===== src/user_settings.svh =====
`ifndef USER_SETTINGS_SVH
`define USER_SETTINGS_SVH

// ----------------------------------------------------------------------
// Bus widths
// ----------------------------------------------------------------------
`define USER_ADDR_WIDTH 32
`define USER_DATA_WIDTH 32

// Peripheral sizing
`define USER_GPIO_COUNT 16
// Bit 0 GPIO, bit 1 timer
`define USER_NUM_IRQS 2

// ----------------------------------------------------------------------
// Address map, inclusive ranges
// ----------------------------------------------------------------------
`define USER_GPIO_BASE  32'h2000_0000
`define USER_GPIO_END   32'h2000_0FFF
`define USER_TIMER_BASE 32'h2000_1000
`define USER_TIMER_END  32'h2000_1FFF

// Outstanding transactions in the demux
`define USER_MAX_TRANS 2

// Read data for unmapped addresses
`define USER_ERR_RSP_DATA 32'hBADC_AB1E

`endif


===== src/user_pkg.sv =====
`include "user_settings.svh"

package user_pkg;

  // Demux target index, error subordinate is the fallback
  typedef enum logic [1:0] {
    USER_ERROR = 2'd0,
    USER_GPIO  = 2'd1,
    USER_TIMER = 2'd2
  } user_sbr_idx_e;

  // Timer CTRL fields, LSB first from the bottom
  typedef struct packed {
    logic [`USER_DATA_WIDTH-11:0] reserved;
    logic [7:0]                   prescale;
    logic                         irq_enable;
    logic                         enable;
  } user_timer_ctrl_fields_t;

  // Same CTRL word
  // raw view for bus access, fields view for the counter logic
  typedef union packed {
    logic [`USER_DATA_WIDTH-1:0] raw;
    user_timer_ctrl_fields_t     fields;
  } user_timer_ctrl_u;

endpackage


===== src/user_addr_decode.sv =====
`timescale 1ns/1ps
`include "user_settings.svh"

module user_addr_decode (
  input  logic [`USER_ADDR_WIDTH-1:0] addr_i,
  output user_pkg::user_sbr_idx_e     idx_o
);

  import user_pkg::*;

  // Rule table, one entry per mapped peripheral
  localparam int unsigned num_rules = 2;

  localparam logic [`USER_ADDR_WIDTH-1:0] rule_start [num_rules] = '{
    `USER_GPIO_BASE,
    `USER_TIMER_BASE
  };
  localparam logic [`USER_ADDR_WIDTH-1:0] rule_end [num_rules] = '{
    `USER_GPIO_END,
    `USER_TIMER_END
  };
  localparam user_sbr_idx_e rule_idx [num_rules] = '{USER_GPIO, USER_TIMER};

  // Inclusive range match
  // anything unmatched lands on the error subordinate
  always_comb begin
    idx_o = USER_ERROR;
    for (int unsigned i = 0; i < num_rules; i++) begin
      if (addr_i >= rule_start[i] && addr_i <= rule_end[i]) begin
        idx_o = rule_idx[i];
      end
    end
  end

endmodule


===== src/user_domain.sv =====
`timescale 1ns/1ps
`include "user_settings.svh"

module user_domain (
  input  logic                        clk_i,
  input  logic                        reset_i,
  // Subordinate bus from the core
  input  logic                        req_i,
  output logic                        gnt_o,
  input  logic [`USER_ADDR_WIDTH-1:0] addr_i,
  input  logic                        we_i,
  input  logic [`USER_DATA_WIDTH-1:0] wdata_i,
  output logic                        rvalid_o,
  output logic [`USER_DATA_WIDTH-1:0] rdata_o,
  output logic                        err_o,
  // Pins and interrupts
  input  logic [`USER_GPIO_COUNT-1:0] gpio_in_sync_i,
  output logic [`USER_GPIO_COUNT-1:0] gpio_out_o,
  output logic [`USER_NUM_IRQS-1:0]   interrupts_o
);

  import user_pkg::*;

  user_sbr_idx_e sbr_idx;

  // ----------------------------------------------------------------------
  // Per-subordinate bus wires
  // ----------------------------------------------------------------------
  logic                        err_req;
  logic                        err_gnt;
  logic                        err_rvalid;
  logic [`USER_DATA_WIDTH-1:0] err_rdata;
  logic                        err_err;

  logic                        gpio_req;
  logic                        gpio_gnt;
  logic                        gpio_rvalid;
  logic [`USER_DATA_WIDTH-1:0] gpio_rdata;
  logic                        gpio_err;

  logic                        timer_req;
  logic                        timer_gnt;
  logic                        timer_rvalid;
  logic [`USER_DATA_WIDTH-1:0] timer_rdata;
  logic                        timer_err;

  // Address map lookup
  user_addr_decode i_addr_decode (
    .addr_i (addr_i),
    .idx_o  (sbr_idx)
  );

  // Steering and in-order response return
  user_obi_demux i_obi_demux (
    .clk_i              (clk_i),
    .reset_i            (reset_i),
    .req_i              (req_i),
    .gnt_o              (gnt_o),
    .idx_i              (sbr_idx),
    .rvalid_o           (rvalid_o),
    .rdata_o            (rdata_o),
    .err_o              (err_o),
    .sbr_err_req_o      (err_req),
    .sbr_err_gnt_i      (err_gnt),
    .sbr_err_rvalid_i   (err_rvalid),
    .sbr_err_rdata_i    (err_rdata),
    .sbr_err_err_i      (err_err),
    .sbr_gpio_req_o     (gpio_req),
    .sbr_gpio_gnt_i     (gpio_gnt),
    .sbr_gpio_rvalid_i  (gpio_rvalid),
    .sbr_gpio_rdata_i   (gpio_rdata),
    .sbr_gpio_err_i     (gpio_err),
    .sbr_timer_req_o    (timer_req),
    .sbr_timer_gnt_i    (timer_gnt),
    .sbr_timer_rvalid_i (timer_rvalid),
    .sbr_timer_rdata_i  (timer_rdata),
    .sbr_timer_err_i    (timer_err)
  );

  // ----------------------------------------------------------------------
  // Subordinates, addr/we/wdata shared by all
  // ----------------------------------------------------------------------

  // Interrupt bit 0
  user_gpio_regs i_gpio (
    .clk_i      (clk_i),
    .reset_i    (reset_i),
    .req_i      (gpio_req),
    .gnt_o      (gpio_gnt),
    .addr_i     (addr_i),
    .we_i       (we_i),
    .wdata_i    (wdata_i),
    .rvalid_o   (gpio_rvalid),
    .rdata_o    (gpio_rdata),
    .err_o      (gpio_err),
    .gpio_in_i  (gpio_in_sync_i),
    .gpio_out_o (gpio_out_o),
    .irq_o      (interrupts_o[0])
  );

  // Interrupt bit 1
  user_timer i_timer (
    .clk_i    (clk_i),
    .reset_i  (reset_i),
    .req_i    (timer_req),
    .gnt_o    (timer_gnt),
    .addr_i   (addr_i),
    .we_i     (we_i),
    .wdata_i  (wdata_i),
    .rvalid_o (timer_rvalid),
    .rdata_o  (timer_rdata),
    .err_o    (timer_err),
    .irq_o    (interrupts_o[1])
  );

  // Catches all unmapped addresses
  user_err_sbr i_err (
    .clk_i    (clk_i),
    .reset_i  (reset_i),
    .req_i    (err_req),
    .gnt_o    (err_gnt),
    .rvalid_o (err_rvalid),
    .rdata_o  (err_rdata),
    .err_o    (err_err)
  );

endmodule


===== src/user_err_sbr.sv =====
`timescale 1ns/1ps
`include "user_settings.svh"

module user_err_sbr (
  input  logic                        clk_i,
  input  logic                        reset_i,
  input  logic                        req_i,
  output logic                        gnt_o,
  output logic                        rvalid_o,
  output logic [`USER_DATA_WIDTH-1:0] rdata_o,
  output logic                        err_o
);

  localparam logic [`USER_DATA_WIDTH-1:0] rsp_data = `USER_ERR_RSP_DATA;

  logic rvalid_q;

  // Accept everything
  assign gnt_o = 1'b1;

  // One response per accepted request, next cycle
  always_ff @(posedge clk_i) begin
    if (reset_i) begin
      rvalid_q <= 1'b0;
    end else begin
      rvalid_q <= req_i;
    end
  end

  // Every response flags an error
  // reads and writes both see the fixed pattern
  assign rvalid_o = rvalid_q;
  assign err_o    = rvalid_q;
  assign rdata_o  = rvalid_q ? rsp_data : '0;

endmodule


===== src/user_gpio_regs.sv =====
`timescale 1ns/1ps
`include "user_settings.svh"

module user_gpio_regs (
  input  logic                        clk_i,
  input  logic                        reset_i,
  input  logic                        req_i,
  output logic                        gnt_o,
  input  logic [`USER_ADDR_WIDTH-1:0] addr_i,
  input  logic                        we_i,
  input  logic [`USER_DATA_WIDTH-1:0] wdata_i,
  output logic                        rvalid_o,
  output logic [`USER_DATA_WIDTH-1:0] rdata_o,
  output logic                        err_o,
  input  logic [`USER_GPIO_COUNT-1:0] gpio_in_i,
  output logic [`USER_GPIO_COUNT-1:0] gpio_out_o,
  output logic                        irq_o
);

  localparam int unsigned gc = `USER_GPIO_COUNT;
  localparam int unsigned dw = `USER_DATA_WIDTH;

  // Word indices within the 4 KiB region
  localparam logic [9:0] reg_in     = 10'd0;
  localparam logic [9:0] reg_out    = 10'd1;
  localparam logic [9:0] reg_irq_en = 10'd2;
  localparam logic [9:0] reg_irq_st = 10'd3;

  logic [9:0]    word_idx;
  logic          wr_en;
  logic [gc-1:0] gpio_out_q;
  logic [gc-1:0] irq_en_q;
  logic [gc-1:0] irq_status_q;
  logic [gc-1:0] gpio_in_q;
  logic [gc-1:0] rise;
  logic [gc-1:0] clr;
  logic [dw-1:0] rd_val;
  logic          rvalid_q;
  logic [dw-1:0] rdata_q;

  // Always ready
  assign gnt_o    = 1'b1;
  assign word_idx = addr_i[11:2];
  assign wr_en    = req_i & we_i;

  // Rising edge on enabled pins only
  assign rise = gpio_in_i & ~gpio_in_q & irq_en_q;
  // Write one to clear
  assign clr  = (wr_en && word_idx == reg_irq_st) ? wdata_i[gc-1:0] : '0;

  // Read mux where unused offsets read zero
  always_comb begin
    case (word_idx)
      reg_in:     rd_val = dw'(gpio_in_i);
      reg_out:    rd_val = dw'(gpio_out_q);
      reg_irq_en: rd_val = dw'(irq_en_q);
      reg_irq_st: rd_val = dw'(irq_status_q);
      default:    rd_val = '0;
    endcase
  end

  always_ff @(posedge clk_i) begin
    if (reset_i) begin
      gpio_out_q   <= '0;
      irq_en_q     <= '0;
      irq_status_q <= '0;
      gpio_in_q    <= '0;
      rvalid_q     <= 1'b0;
    end else begin
      gpio_in_q <= gpio_in_i;
      rvalid_q  <= req_i;
      if (wr_en && word_idx == reg_out) begin
        gpio_out_q <= wdata_i[gc-1:0];
      end
      if (wr_en && word_idx == reg_irq_en) begin
        irq_en_q <= wdata_i[gc-1:0];
      end
      // New edge wins over a clear in the same cycle
      irq_status_q <= (irq_status_q & ~clr) | rise;
    end
  end

  // Read data captured on each accepted request
  always_ff @(posedge clk_i) begin
    if (req_i) begin
      rdata_q <= we_i ? '0 : rd_val;
    end
  end

  assign rvalid_o   = rvalid_q;
  assign rdata_o    = rdata_q;
  assign err_o      = 1'b0;
  assign gpio_out_o = gpio_out_q;
  assign irq_o      = |irq_status_q;

endmodule


===== src/user_obi_demux.sv =====
`timescale 1ns/1ps
`include "user_settings.svh"

module user_obi_demux (
  input  logic                        clk_i,
  input  logic                        reset_i,
  // Upstream port
  input  logic                        req_i,
  output logic                        gnt_o,
  input  user_pkg::user_sbr_idx_e     idx_i,
  output logic                        rvalid_o,
  output logic [`USER_DATA_WIDTH-1:0] rdata_o,
  output logic                        err_o,
  // Error subordinate
  output logic                        sbr_err_req_o,
  input  logic                        sbr_err_gnt_i,
  input  logic                        sbr_err_rvalid_i,
  input  logic [`USER_DATA_WIDTH-1:0] sbr_err_rdata_i,
  input  logic                        sbr_err_err_i,
  // GPIO subordinate
  output logic                        sbr_gpio_req_o,
  input  logic                        sbr_gpio_gnt_i,
  input  logic                        sbr_gpio_rvalid_i,
  input  logic [`USER_DATA_WIDTH-1:0] sbr_gpio_rdata_i,
  input  logic                        sbr_gpio_err_i,
  // Timer subordinate
  output logic                        sbr_timer_req_o,
  input  logic                        sbr_timer_gnt_i,
  input  logic                        sbr_timer_rvalid_i,
  input  logic [`USER_DATA_WIDTH-1:0] sbr_timer_rdata_i,
  input  logic                        sbr_timer_err_i
);

  import user_pkg::*;

  localparam int unsigned max_trans = `USER_MAX_TRANS;
  localparam int unsigned ptr_w     = (max_trans > 1) ? $clog2(max_trans) : 1;
  localparam int unsigned cnt_w     = $clog2(max_trans + 1);

  // In-order queue of transaction targets
  user_sbr_idx_e    q_idx [max_trans];
  logic [ptr_w-1:0] wr_ptr_q;
  logic [ptr_w-1:0] rd_ptr_q;
  logic [cnt_w-1:0] count_q;

  logic          full;
  logic          sel_gnt;
  logic          push;
  logic          pop;
  logic          head_rvalid;
  user_sbr_idx_e head_idx;

  assign full = (count_q == cnt_w'(max_trans));

  // ----------------------------------------------------------------------
  // Request side
  // ----------------------------------------------------------------------

  // Only the indexed subordinate sees req, held off while queue is full
  always_comb begin
    sbr_err_req_o   = 1'b0;
    sbr_gpio_req_o  = 1'b0;
    sbr_timer_req_o = 1'b0;
    sel_gnt         = 1'b0;
    case (idx_i)
      USER_GPIO: begin
        sbr_gpio_req_o = req_i & ~full;
        sel_gnt        = sbr_gpio_gnt_i;
      end
      USER_TIMER: begin
        sbr_timer_req_o = req_i & ~full;
        sel_gnt         = sbr_timer_gnt_i;
      end
      default: begin
        sbr_err_req_o = req_i & ~full;
        sel_gnt       = sbr_err_gnt_i;
      end
    endcase
  end

  assign gnt_o = sel_gnt & ~full;
  assign push  = req_i & gnt_o;

  // ----------------------------------------------------------------------
  // Response side
  // ----------------------------------------------------------------------

  // Oldest outstanding target picks the response
  assign head_idx = q_idx[rd_ptr_q];

  always_comb begin
    case (head_idx)
      USER_GPIO: begin
        head_rvalid = sbr_gpio_rvalid_i;
        rdata_o     = sbr_gpio_rdata_i;
        err_o       = sbr_gpio_err_i;
      end
      USER_TIMER: begin
        head_rvalid = sbr_timer_rvalid_i;
        rdata_o     = sbr_timer_rdata_i;
        err_o       = sbr_timer_err_i;
      end
      default: begin
        head_rvalid = sbr_err_rvalid_i;
        rdata_o     = sbr_err_rdata_i;
        err_o       = sbr_err_err_i;
      end
    endcase
  end

  // Ignore stray rvalid with nothing in flight
  assign rvalid_o = (count_q != '0) & head_rvalid;
  assign pop      = rvalid_o;

  // Queue storage
  always_ff @(posedge clk_i) begin
    if (push) begin
      q_idx[wr_ptr_q] <= idx_i;
    end
  end

  // Pointers and occupancy
  always_ff @(posedge clk_i) begin
    if (reset_i) begin
      wr_ptr_q <= '0;
      rd_ptr_q <= '0;
      count_q  <= '0;
    end else begin
      if (push) begin
        wr_ptr_q <= (wr_ptr_q == ptr_w'(max_trans - 1)) ? '0 : wr_ptr_q + 1'b1;
      end
      if (pop) begin
        rd_ptr_q <= (rd_ptr_q == ptr_w'(max_trans - 1)) ? '0 : rd_ptr_q + 1'b1;
      end
      // Push and pop together leave the count alone
      case ({push, pop})
        2'b10:   count_q <= count_q + 1'b1;
        2'b01:   count_q <= count_q - 1'b1;
        default: count_q <= count_q;
      endcase
    end
  end

endmodule


===== src/user_timer.sv =====
`timescale 1ns/1ps
`include "user_settings.svh"

module user_timer (
  input  logic                        clk_i,
  input  logic                        reset_i,
  input  logic                        req_i,
  output logic                        gnt_o,
  input  logic [`USER_ADDR_WIDTH-1:0] addr_i,
  input  logic                        we_i,
  input  logic [`USER_DATA_WIDTH-1:0] wdata_i,
  output logic                        rvalid_o,
  output logic [`USER_DATA_WIDTH-1:0] rdata_o,
  output logic                        err_o,
  output logic                        irq_o
);

  import user_pkg::*;

  localparam int unsigned dw = `USER_DATA_WIDTH;

  // Word indices within the region
  localparam logic [9:0] reg_ctrl    = 10'd0;
  localparam logic [9:0] reg_count   = 10'd1;
  localparam logic [9:0] reg_compare = 10'd2;
  localparam logic [9:0] reg_status  = 10'd3;

  logic [9:0]       word_idx;
  logic             wr_en;
  user_timer_ctrl_u ctrl_q;
  user_timer_ctrl_u ctrl_d;
  logic [dw-1:0]    count_q;
  logic [dw-1:0]    compare_q;
  logic             status_q;
  logic [7:0]       presc_q;
  logic             tick;
  logic             match;
  logic             clr;
  logic [dw-1:0]    rd_val;
  logic             rvalid_q;
  logic [dw-1:0]    rdata_q;

  assign gnt_o    = 1'b1;
  assign word_idx = addr_i[11:2];
  assign wr_en    = req_i & we_i;

  // Capture raw word, reserved field forced to zero
  always_comb begin
    ctrl_d.raw             = wdata_i;
    ctrl_d.fields.reserved = '0;
  end

  // ----------------------------------------------------------------------
  // Prescaler and counter
  // ----------------------------------------------------------------------

  // One tick every prescale+1 enabled cycles
  assign tick  = ctrl_q.fields.enable && (presc_q == ctrl_q.fields.prescale);
  assign match = (count_q == compare_q);
  assign clr   = wr_en && (word_idx == reg_status) && wdata_i[0];

  always_ff @(posedge clk_i) begin
    if (reset_i) begin
      ctrl_q.raw <= '0;
      compare_q  <= '0;
      count_q    <= '0;
      presc_q    <= '0;
      status_q   <= 1'b0;
      rvalid_q   <= 1'b0;
    end else begin
      rvalid_q <= req_i;
      if (wr_en && word_idx == reg_ctrl) begin
        ctrl_q <= ctrl_d;
      end
      if (wr_en && word_idx == reg_compare) begin
        compare_q <= wdata_i;
      end
      // Prescaler parked at zero while disabled
      if (!ctrl_q.fields.enable || tick) begin
        presc_q <= '0;
      end else begin
        presc_q <= presc_q + 1'b1;
      end
      if (tick) begin
        count_q <= match ? '0 : count_q + 1'b1;
      end
      // Set on compare hit beats a W1C
      status_q <= (status_q & ~clr) | (tick & match);
    end
  end

  always_comb begin
    case (word_idx)
      reg_ctrl:    rd_val = ctrl_q.raw;
      reg_count:   rd_val = count_q;
      reg_compare: rd_val = compare_q;
      reg_status:  rd_val = dw'(status_q);
      default:     rd_val = '0;
    endcase
  end

  always_ff @(posedge clk_i) begin
    if (req_i) begin
      rdata_q <= we_i ? '0 : rd_val;
    end
  end

  assign rvalid_o = rvalid_q;
  assign rdata_o  = rdata_q;
  assign err_o    = 1'b0;
  assign irq_o    = status_q & ctrl_q.fields.irq_enable;

endmodule

===== config.mk =====
export PLATFORM = sky130hd
export DESIGN_NAME = user_domain
export DESIGN_NICKNAME = d
export VERILOG_FILES = /design/src/user_pkg.sv /design/src/user_addr_decode.sv /design/src/user_domain.sv /design/src/user_err_sbr.sv /design/src/user_gpio_regs.sv /design/src/user_obi_demux.sv /design/src/user_timer.sv
export VERILOG_INCLUDE_DIRS = /design/src
export SDC_FILE = /design/constraint.sdc
export NUM_CORES = 1
export LEC_CHECK = 0
export BUFFER_PORTS_ARGS = -buffer_cell sky130_fd_sc_hd__buf_2
export CORE_AREA = 2 2 167 169
export CTS_CLUSTER_DIAMETER = 80
export DETAILED_ROUTE_END_ITERATION = 7
export DIE_AREA = 0 0 169 171
export GPL_TIMING_DRIVEN = 0
export PLACE_DENSITY = 0.7
export SLEW_MARGIN = 5
export SYNTH_ARGS = -nofsm -noshare
export SYNTH_HDL_FRONTEND = slang
export SYNTH_HIERARCHICAL = 1
export SYNTH_SLANG_ARGS = --single-unit
export TNS_END_PERCENT = 100

===== constraint.sdc =====
create_clock -name clk_i -period 2.7 [get_ports clk_i]
set_input_delay 0.135 -clock clk_i [delete_from_list [all_inputs] [get_ports clk_i]]
set_output_delay 0.135 -clock clk_i [all_outputs]
set_load 0.02 [all_outputs]

==> impl_metrics.env, run 1 <==
export IMPL_synthToLayoutAreaGrowth_pct=24.0
export IMPL_dieWidth_um=169
export IMPL_finalHoldViolations=0
export IMPL_cts_buffers=23
export IMPL_netlist_instances=1103
export IMPL_fin_hold_ws_ns=0.0158
export IMPL_path_class="register to output port"
export IMPL_io_buffers=134
export IMPL_place_congestion=0.889
export IMPL_ys_types=48
export IMPL_post_dp_cell_area_sq_mm=0.0118
export IMPL_ys_seq_area_frac=0.439
export IMPL_clk_latency_ns=0.52
export IMPL_worst_slew_pin_slew_ns=0.798
export IMPL_cts_buffer_depth=3
export IMPL_min_period_ns=2.57
export IMPL_drtIter0Drc=819
export IMPL_max_stage_delay_ns=0.37
export IMPL_wl_per_cell_um=17.6
export IMPL_antenna_left=0
export IMPL_antenna_found_initial=0
export IMPL_cap_violations=0
export IMPL_async_flop_share=0
export IMPL_fin_cells=1703
export IMPL_grt_first_pass_wirelength_mm=47.1
export IMPL_ir_worst_vdd_uv=434
export IMPL_grt_max_degree=37
export IMPL_status="complete, no violations"
export IMPL_wl_mm=30.1
export IMPL_max_slew_margin=0.468
export IMPL_power_density_mw_per_mm2=589
export IMPL_setup_tns_ns=0
export IMPL_combPwrFrac=0.155
export IMPL_vias=8953
export IMPL_viasPerCell=5.26
export IMPL_swShare=0.261
export IMPL_syn_area_sq_mm=0.0106
export IMPL_fin_nets=1431
export IMPL_row_count=61
export IMPL_numClockSinks=207
export IMPL_intPower_mw=5.73
export IMPL_cts_tree="yes"
export IMPL_n_antenna_cell=0
export IMPL_fin_skew_ns=0.0146
export IMPL_core_sq_mm=0.0273
export IMPL_num_io_pins=137
export IMPL_cts_root_buf="clkbuf_16"
export IMPL_drc_errors=0
export IMPL_worstPathRequired_ns=2.57
export IMPL_crit_fanout=10
export IMPL_synth_area_per_cell_sq_um=9.64
export IMPL_grt_ovfl_total=0
export IMPL_clk_pin_slew_ns=0.06
export IMPL_cpMaxStageDelayCell="dfxtp_1"
export IMPL_grt_pass1_vias=8669
export IMPL_crit_path_end_kind="output port"
export IMPL_layout_commonest_cell="dfxtp_1"
export IMPL_power_frac_seq=0.416
export IMPL_hpwl_mm=21.9
export IMPL_die_area_sq_mm=0.0289
export IMPL_finalPower_mw=7.76
export IMPL_start_util=0.389
export IMPL_slew_violations=0
export IMPL_p_switching_mw=2.03
export IMPL_fmax_mhz=389
export IMPL_pwr_share_clk=0.429
export IMPL_die_h_um=171
export IMPL_htreeDepth=1
export IMPL_drive_gt1_frac=0.215
export IMPL_ys_flop_type="dfxtp_1"
export IMPL_fin_area_sq_mm=0.0132
export IMPL_finalSetupViolCount=0
export IMPL_synth_edf_count=52
export IMPL_final_cell_mix="dfxtp_1 (155), buf_2 (149), nor2_1 (111)"
export IMPL_synth_seq_cells=207
export IMPL_hp_class="input port to register"
export IMPL_arrival_ns=2.44
export IMPL_track_usage=0.207
export IMPL_ys_warn_count=6
export IMPL_placed_cells=1611
export IMPL_path_cells="mux2i_2 > inv_1 > ha_1 > buf_4 > clkbuf_4 > nand2_1 > o21ai_1 > buf_2"
export IMPL_leakagePower_nw=5.37
export IMPL_cp_start_kind="register"
export IMPL_drt_first_pass_iters=7
export IMPL_min_period_over_period=0.953
-- cell type report --
cell class / instances / area (sq um)
sequential: 207 / 4660
inverter: 44 / 165
buffer: 123 / 737
clock buffer: 25 / 593
tap: 346 / 433
timing repair buffer: 185 / 1180
multi-input combinational: 756 / 5200
clock inverter: 17 / 210
fill: 2578 / 14100
-- critical path: cells and delay by family, from the launching register on --
| family | cells | cell delay, ns |
|---|---|---|
| flops | 1 | 0.37 |
| compound gates | 1 | 0.15 |
| simple gates | 1 | 0.07 |
| buf+inv | 4 | 0.72 |
| mux | 1 | 0.27 |
| fa+ha+maj | 1 | 0.35 |
-- state kept, by name, indices dropped and copies added (netlist names), named ones only --
register,flops
i_err/err_o,1
i_gpio/gpio_in_q,16
i_gpio/gpio_out_o,16
i_gpio/irq_en_q,16
i_gpio/irq_status_q,16
i_gpio/rdata_o,16
i_gpio/rvalid_o,1
i_obi_demux/count_q,2
i_obi_demux/q_idx,4
i_obi_demux/rd_ptr_q,1
i_obi_demux/wr_ptr_q,1
i_timer/compare_q,32
i_timer/count_q,32
i_timer/ctrl_q,10
i_timer/presc_q,8
i_timer/rdata_o,32
i_timer/rvalid_o,1
i_timer/status_q,1
-- cell usage after synthesis (5+ instances only) --
| master | n | share of area |
|---|---|---|
| a211oi_1 | 16 | 0.011 |
| a21oi_1 | 18 | 0.0085 |
| a222oi_1 | 10 | 0.0094 |
| a22oi_1 | 55 | 0.039 |
| a31oi_1 | 32 | 0.019 |
| and3_1 | 10 | 0.0059 |
| and4_1 | 6 | 0.0049 |
| buf_2 | 15 | 0.0071 |
| buf_4 | 55 | 0.039 |
| buf_6 | 5 | 0.0053 |
| clkbuf_1 | 45 | 0.016 |
| conb_1 | 6 | 0.0021 |
| dfxtp_1 | 155 | 0.29 |
| edfxtp_1 | 52 | 0.15 |
| ha_1 | 7 | 0.0082 |
| inv_1 | 44 | 0.016 |
| mux2i_1 | 77 | 0.072 |
| mux4_2 | 16 | 0.034 |
| nand2_1 | 52 | 0.018 |
| nand2b_1 | 53 | 0.031 |
| nand3_1 | 16 | 0.0075 |
| nand4_1 | 19 | 0.011 |
| nor2_1 | 111 | 0.039 |
| nor2b_1 | 36 | 0.021 |
| nor4_1 | 22 | 0.013 |
| o21ai_0 | 17 | 0.0080 |
| o21ai_1 | 33 | 0.016 |
| or3_1 | 17 | 0.010 |
| or4_1 | 6 | 0.0042 |
| or4_4 | 5 | 0.0053 |
| xnor2_1 | 56 | 0.046 |
| xor2_1 | 7 | 0.0058 |
-- cells by family after synthesis --
family          after synthesis  share of synthesized area
simple gates                370                      0.190
buf+inv                     169                     0.0845
compound gates              184                      0.114
other cells                   6                    0.00212
flops                       207                      0.439
xor+xnor                     63                     0.0519
mux                          97                      0.111
fa+ha+maj                     7                    0.00824
-- through the flow --
| step | setup WS, ns | utilization |
|---|---|---|
| 3_5_place_dp | -0.752 | 0.433 |
| 6_report | 0.128 | 0.482 |
| 5_1_grt | -0.00559 | 0.482 |
| 3_3_place_gp | -0.662 | 0.433 |
| 4_1_cts | 0.0412 | 0.482 |
| 2_1_floorplan | 0.119 | - |
-- power by group through the flow --
stage	sequential [mW]	combinational, mW	clock (mW)
global route	3.23	1.31	3.50
detailed placement	3.29	1.12	0
finish	3.23	1.21	3.33
global placement	3.29	1.11	0
CTS	3.23	1.18	3.37
floorplan	3.29	0.737	0
-- worst paths after layout --
path                                                    start                                to  slack [ns]  cells after the start
worst max-delay path                                 register                       rdata_o[28]        0.13                      8
worst min-delay path                               wdata_i[8]    i_timer/ctrl_q[8]$_SDFFE_PP0P_        0.02                      3
worst max register to register  i_timer/presc_q[2]$_SDFF_PP0_  i_timer/count_q[14]$_SDFFE_PP0P_        0.26                      6
worst min register to register    i_timer/status_q$_SDFF_PP0_       i_timer/status_q$_SDFF_PP0_        0.50                      2
-- repair_timing --
| item | 4_1_cts | 5_1_grt |
|---|---|---|
| endpoints found under the setup margin | 62 | 74 |
| buffers inserted | 1 | 1 |
| hold endpoints to repair | 92 | 0 |
| hold buffers | 49 | 0 |
| resized for setup | 4 | 11 |
| pin swaps | 1 | 2 |
| gates cloned | 0 | 1 |
-- per-layer routing --
layer / track usage / wire length, um / vias to the layer above
li1: - / - / 4311
met5: 0 / 0 / -
met1: 0.283 / 13600 / 4298
met3: 0.0310 / 1880 / 40
met2: 0.344 / 14000 / 304
met4: 0.0509 / 531 / 0
Power figures use the tool's default switching activity.
==> run 2: changes to the inputs <==
--- a/config.mk
+++ b/config.mk
@@ -7,12 +7,14 @@
 export NUM_CORES = 1
 export LEC_CHECK = 0
 export BUFFER_PORTS_ARGS = -buffer_cell sky130_fd_sc_hd__buf_2
+export CELL_PAD_IN_SITES_DETAIL_PLACEMENT = 0
+export CELL_PAD_IN_SITES_GLOBAL_PLACEMENT = 1
 export CORE_AREA = 2 2 167 169
 export CTS_CLUSTER_DIAMETER = 80
 export DETAILED_ROUTE_END_ITERATION = 7
 export DIE_AREA = 0 0 169 171
 export GPL_TIMING_DRIVEN = 0
-export PLACE_DENSITY = 0.7
+export PLACE_DENSITY = 0.84
 export SLEW_MARGIN = 5
 export SYNTH_ARGS = -nofsm -noshare
 export SYNTH_HDL_FRONTEND = slang
==> impl_metrics.env, run 2 (synthesis gave the netlist of run 1 again) <==
export IMPL_status="complete, no violations"
export IMPL_clk_latency_ns=0.51
export IMPL_wl_per_cell_um=17.6
export IMPL_grt_pass1_vias=8583
export IMPL_numClockSinks=207
export IMPL_min_period_over_period=0.964
export IMPL_fin_hold_ws_ns=0.0499
export IMPL_drt_first_pass_iters=8
export IMPL_antenna_left=0
export IMPL_core_sq_mm=0.0273
export IMPL_hpwl_mm=22.0
export IMPL_worst_slew_pin_slew_ns=0.821
export IMPL_min_period_ns=2.60
export IMPL_finalSetupViolCount=0
export IMPL_r2r_end="i_timer/count_q[18]$_SDFFE_PP0P_"
export IMPL_nFillCells=2578
export IMPL_drc_errors=0
export IMPL_ff2ff_setup_slack_ns=0.16
export IMPL_layout_commonest_cell="dfxtp_1"
export IMPL_grt_first_pass_wirelength_mm=47.0
export IMPL_cpMaxStageDelayCell="clkbuf_1"
export IMPL_worst_r2r_path_depth=6
export IMPL_grt_ovfl_total=0
export IMPL_fin_skew_ns=0.00893
export IMPL_rsz0062_at_grt="yes"
export IMPL_n_antenna_cell=0
export IMPL_drtIter0Drc=684
export IMPL_die_area_sq_mm=0.0289
export IMPL_combPwrFrac=0.153
export IMPL_final_cell_mix="dfxtp_1 (155), buf_2 (148), nor2_1 (111)"
export IMPL_setup_ws_ns=0.0975
export IMPL_start_util=0.389
export IMPL_cts_buffers=24
export IMPL_finalPower_mw=7.91
export IMPL_num_io_pins=137
export IMPL_pre_cts_slack_ns=-0.809
export IMPL_die_h_um=171
export IMPL_path_class="register to output port"
export IMPL_max_stage_delay_ns=0.39
export IMPL_clk_pin_slew_ns=0.06
export IMPL_cp_endpoint="rdata_o[1]"
export IMPL_fin_nets=1433
export IMPL_rr_startpoint="i_timer/presc_q[2]$_SDFF_PP0_"
export IMPL_cp_start_kind="register"
export IMPL_p_switching_mw=2.03
export IMPL_max_slew_margin=0.452
export IMPL_cts_root_buf="clkbuf_16"
export IMPL_hp_class="input port to register"
export IMPL_cts_buffer_depth=3
export IMPL_synthToLayoutAreaGrowth_pct=24.6
export IMPL_intPower_mw=5.89
export IMPL_row_count=61
export IMPL_finalHoldViolations=0
export IMPL_cts_tree="yes"
export IMPL_power_density_mw_per_mm2=597
export IMPL_leakagePower_nw=5.39
export IMPL_worstPathRequired_ns=2.57
export IMPL_fmax_mhz=384
export IMPL_ir_worst_vdd_uv=506
export IMPL_pwr_share_clk=0.439
export IMPL_final_util=0.485
export IMPL_cap_violations=0
export IMPL_vias=8972
export IMPL_crit_path_end_kind="output port"
export IMPL_antenna_found_initial=0
export IMPL_drive_gt1_frac=0.216
export IMPL_swShare=0.256
export IMPL_path_cells="mux2i_1 > ha_1 > buf_6 > clkbuf_1 > a22oi_1 > o21ai_1 > buf_2"
export IMPL_wl_mm=30.0
export IMPL_io_buffers=134
export IMPL_slew_violations=0
export IMPL_place_congestion=0.863
export IMPL_crit_fanout=10
export IMPL_arrival_ns=2.47
export IMPL_viasPerCell=5.26
export IMPL_grt_max_degree=37
export IMPL_power_frac_seq=0.408
export IMPL_dieWidth_um=169
export IMPL_track_usage=0.206
export IMPL_htreeDepth=1
run 2: cell count changes in the layout (fill, tap and decap cells not counted), moves of 2 or more:
| cell | before | now |
|---|---|---|
| clkbuf_16 | 23 | 25 |
| clkbuf_2 | 4 | 6 |
| clkbuf_1 | 41 | 46 |
| clkinv_1 | 6 | 1 |
run 2: per-stage QoR:
| step | instances | area, sq um | setup TNS [ns] |
|---|---|---|---|
| 4_1_cts | 1706 | 13200 | 0 |
| 2_1_floorplan | 1131 | 10700 | 0 |
| 6_report | 1706 | 13300 | 0 |
| 3_3_place_gp | 1611 | 11800 | -41.05 |
| 5_1_grt | 1706 | 13300 | -0.00338 |
| 3_5_place_dp | 1611 | 11800 | -48.30 |
run 2: cell type report:
type	instances	area, sq um	share of cell area
inverters	44	165	0.0125
clock buffers	32	662	0.0499
repair buffers	185	1180	0.0889
clock inverters	12	194	0.0146
well taps	346	433	0.0327
multi-input cells	755	5200	0.393
flip-flops and latches	207	4660	0.352
plain buffers	125	749	0.0566
run 2: critical path: cells and delay by family (launching register included):
family | cells | cell delay (ns)
AO/OA/AOI/OAI | 2 | 0.41
adder cells (fa/ha/maj) | 1 | 0.20
multiplexers | 1 | 0.26
buffers and inverters | 3 | 0.74
flip-flops | 1 | 0.36
run 2: how the worst min path moves through the flow:
stage                                    endpoint   startpoint  depth (start not counted)  slack, ns
6_report                   i_err/err_o$_SDFF_PP0_        req_i                          3       0.05
5_1_grt                    i_err/err_o$_SDFF_PP0_        req_i                          3       0.05
4_1_cts                    i_err/err_o$_SDFF_PP0_        req_i                          3       0.03
3_5_place_dp   i_timer/compare_q[21]$_SDFFE_PP0P_  wdata_i[21]                          3       0.38
3_3_place_gp   i_timer/compare_q[17]$_SDFFE_PP0P_  wdata_i[17]                          3       0.37
2_1_floorplan              i_err/err_o$_SDFF_PP0_      reset_i                          1       0.20
run 2: power by group through the flow:
| stage | clock, mW | combinational (mW) | sequential, mW |
|---|---|---|---|
| 3_3_place_gp | 0 | 1.12 | 3.29 |
| 6_report | 3.47 | 1.21 | 3.23 |
| 3_5_place_dp | 0 | 1.13 | 3.30 |
| 2_1_floorplan | 0 | 0.737 | 3.29 |
| 4_1_cts | 3.55 | 1.19 | 3.23 |
| 5_1_grt | 3.68 | 1.32 | 3.23 |
run 2: timing repair:
item                                    in CTS  in global routing
setup buffers                                1                  0
hold buffers                                50                  0
pin swaps                                    1                  1
endpoints found under the hold margin       92                  0
resized for setup                            4                 17
endpoints found under the setup margin      62                 76
run 2: routing by layer:
metal	share of wire	global-route usage	vias up	wire length, um
met4	0.026	0.0576	0	787
met3	0.056	0.0268	49	1680
li1	-	-	4337	-
met5	0	0	-	0
met1	0.45	0.283	4284	13600
met2	0.46	0.342	302	13900
==> run 3: changes to the inputs <==
--- a/config.mk
+++ b/config.mk
@@ -9,15 +9,14 @@
 export BUFFER_PORTS_ARGS = -buffer_cell sky130_fd_sc_hd__buf_2
 export CELL_PAD_IN_SITES_DETAIL_PLACEMENT = 0
 export CELL_PAD_IN_SITES_GLOBAL_PLACEMENT = 1
-export CORE_AREA = 2 2 167 169
+export CORE_AREA = 2 2 157 159
 export CTS_CLUSTER_DIAMETER = 80
 export DETAILED_ROUTE_END_ITERATION = 7
-export DIE_AREA = 0 0 169 171
+export DIE_AREA = 0 0 159 161
 export GPL_TIMING_DRIVEN = 0
-export PLACE_DENSITY = 0.84
+export PLACE_DENSITY = 0.86
 export SLEW_MARGIN = 5
 export SYNTH_ARGS = -nofsm -noshare
 export SYNTH_HDL_FRONTEND = slang
-export SYNTH_HIERARCHICAL = 1
 export SYNTH_SLANG_ARGS = --single-unit
 export TNS_END_PERCENT = 100
==> impl_metrics.env, run 3 <==
export IMPL_status="complete, no violations"
export IMPL_netlist_instances=1006
export IMPL_final_util=0.493
export IMPL_grt_max_degree=33
export IMPL_ys_flop_type="dfxtp_1"
export IMPL_leakagePower_nw=4.22
export IMPL_slew_violations=0
export IMPL_start_util=0.392
export IMPL_p_switching_mw=2.54
export IMPL_setup_tns_ns=0
export IMPL_drc_errors=0
export IMPL_ys_seq_area_frac=0.497
export IMPL_grt_pass1_vias=8008
export IMPL_fmax_mhz=389
export IMPL_setup_ws_ns=0.132
export IMPL_synth_top_area_cell="dfxtp_1"
export IMPL_numClockSinks=207
export IMPL_place_congestion=0.896
export IMPL_ir_worst_vdd_uv=543
export IMPL_max_stage_delay_ns=0.38
export IMPL_viasPerCell=5.49
export IMPL_wl_per_cell_um=19.2
export IMPL_hpwl_mm=21.1
export IMPL_synthToLayoutAreaGrowth_pct=26.0
export IMPL_placed_cells=1462
export IMPL_hp_class="input port to register"
export IMPL_finalSetupViolCount=0
export IMPL_cap_violations=0
export IMPL_pwr_share_clk=0.381
export IMPL_worst_slew_pin_slew_ns=0.963
export IMPL_crit_fanout=10
export IMPL_grt_first_pass_wirelength_mm=45.9
export IMPL_fin_nets=1299
export IMPL_cts_root_buf="clkbuf_16"
export IMPL_swShare=0.304
export IMPL_yosysMostFrequentCell="dfxtp_1"
export IMPL_fin_skew_ns=0.0231
export IMPL_final_cell_mix="dfxtp_1 (155), buf_2 (138), nor2_1 (111)"
export IMPL_cpMaxStageDelayCell="dfxtp_1"
export IMPL_antenna_found_initial=1
export IMPL_max_slew_margin=0.356
export IMPL_vias=8515
export IMPL_rsz0062_at_grt="yes"
export IMPL_htreeDepth=1
export IMPL_drt_first_pass_iters=6
export IMPL_finalHoldViolations=0
export IMPL_clk_latency_ns=0.52
export IMPL_num_io_pins=137
export IMPL_row_count=57
export IMPL_power_density_mw_per_mm2=705
export IMPL_min_period_ns=2.57
export IMPL_crit_path_end_kind="output port"
export IMPL_cts_buffer_depth=3
export IMPL_dieWidth_um=159
export IMPL_path_cells="mux2i_2 > inv_1 > ha_1 > clkbuf_1 > buf_4 > a221oi_1 > nor2_1 > buf_2"
export IMPL_ys_warn_count=0
export IMPL_clk_pin_slew_ns=0.06
export IMPL_fin_cells=1550
export IMPL_finalPower_mw=8.34
export IMPL_worstPathRequired_ns=2.57
export IMPL_min_period_over_period=0.951
export IMPL_cts_buffers=22
export IMPL_n_antenna_cell=0
export IMPL_die_area_sq_mm=0.0256
export IMPL_arrival_ns=2.43
export IMPL_io_buffers=131
export IMPL_ys_types=47
export IMPL_synth_area_per_cell_sq_um=9.33
export IMPL_nFillCells=2261
export IMPL_synth_top_cell_area_share=0.331
export IMPL_cp_start_kind="register"
export IMPL_synth_top_cells_by_count="dfxtp_1 (155), nor2_1 (113), nand2_1 (105), a21oi_1 (94), a22oi_1 (67)"
export IMPL_syn_area_sq_mm=0.00938
export IMPL_path_class="register to output port"
export IMPL_synth_seq_cells=207
export IMPL_pre_cts_slack_ns=-0.849
export IMPL_wl_mm=29.7
export IMPL_cts_tree="yes"
export IMPL_track_usage=0.227
export IMPL_drtIter0Drc=800
export IMPL_power_frac_seq=0.390
export IMPL_drive_gt1_frac=0.170
export IMPL_antenna_left=0
export IMPL_syn_nets=1095
export IMPL_async_flop_share=0
export IMPL_combPwrFrac=0.229
export IMPL_intPower_mw=5.80
export IMPL_yosys_top_cells_area="dfxtp_1 (33%), edfxtp_1 (17%), a22oi_1 (5.4%), xor2_1 (5.0%), a21oi_1 (5.0%)"
export IMPL_die_h_um=161
export IMPL_synth_edf_count=52
export IMPL_layout_commonest_cell="dfxtp_1"
export IMPL_core_sq_mm=0.0240
export IMPL_grt_ovfl_total=0
run 3: stage by stage:
step	hold WS [ns]	cell area, sq um
floorplan	0.213	9390
global placement	0.384	10500
detailed placement	0.387	10500
CTS	0.0732	11800
global route	0.102	11800
finish	0.0918	11800
run 3: what timing repair did:
| item | CTS | global route |
|---|---|---|
| resized for setup | 10 | 29 |
| buffers inserted | 0 | 0 |
| endpoints found under the setup margin | 78 | 62 |
| hold endpoints to repair | 104 | 0 |
| hold buffers | 49 | 0 |
| gates cloned | 0 | 0 |
run 3: kinds of logic (layout without fill, tap and decap cells):
group / count (synthesis) / after routing / synth area share
compound gates: 229 / 229 / 0.154
buf+inv: 84 / 304 / 0.0356
flops: 207 / 207 / 0.497
simple gates: 378 / 378 / 0.204
fa+ha+maj: 5 / 5 / 0.00667
xor+xnor: 58 / 58 / 0.0541
mux: 45 / 45 / 0.0480
run 3: layer usage:
layer,track usage,vias to the layer above,wire (um)
met1,0.313,4054,13000
met5,0,-,0
met3,0.0349,56,2140
li1,-,4052,-
met4,0.0698,0,767
met2,0.369,353,13800
run 3: final timing paths:
path	from	end	slack, ns	cells past startpoint
setup / recovery	register	rdata_o[13]	0.13	8
hold / removal	req_i	i_obi_demux.q_idx[1][1]$_DFFE_PP_	0.09	2
setup reg to reg	i_timer.presc_q[3]$_SDFF_PP0_	i_timer.count_q[21]$_SDFFE_PP0P_	0.16	7
hold reg to reg	i_timer.compare_q[5]$_SDFFE_PP0P_	i_timer.compare_q[5]$_SDFFE_PP0P_	0.48	2
run 3: cell type report:
type,instances,area [sq um],share of cell area
Inverter,10,37.5,0.00317
Buffer,73,312,0.0263
Timing Repair Buffer,181,1160,0.0979
Multi-Input combinational cell,715,4500,0.380
Sequential cell,207,4660,0.394
Clock inverter,14,186,0.0158
Clock buffer,26,566,0.0478
Tap cell,324,405,0.0343
run 3: power by group through the flow:
stage	Sequential [mW]	Combinational (mW)	Clock, mW
final	3.25	1.91	3.17
after global routing	3.26	2.05	3.33
after CTS	3.25	1.87	3.20
after detailed placement	3.32	1.80	0
after global placement	3.32	1.79	0
after floorplan	3.31	1.15	0
run 3: worst max-delay path, delay by kind of cell (launching register included):
family,cells,cell delay [ns]
AO/OA/AOI/OAI,1,0.29
multiplexers,1,0.26
buffers and inverters,4,0.67
AND/OR/NAND/NOR,1,0.12
flip-flops,1,0.38
adder cells (fa/ha/maj),1,0.19
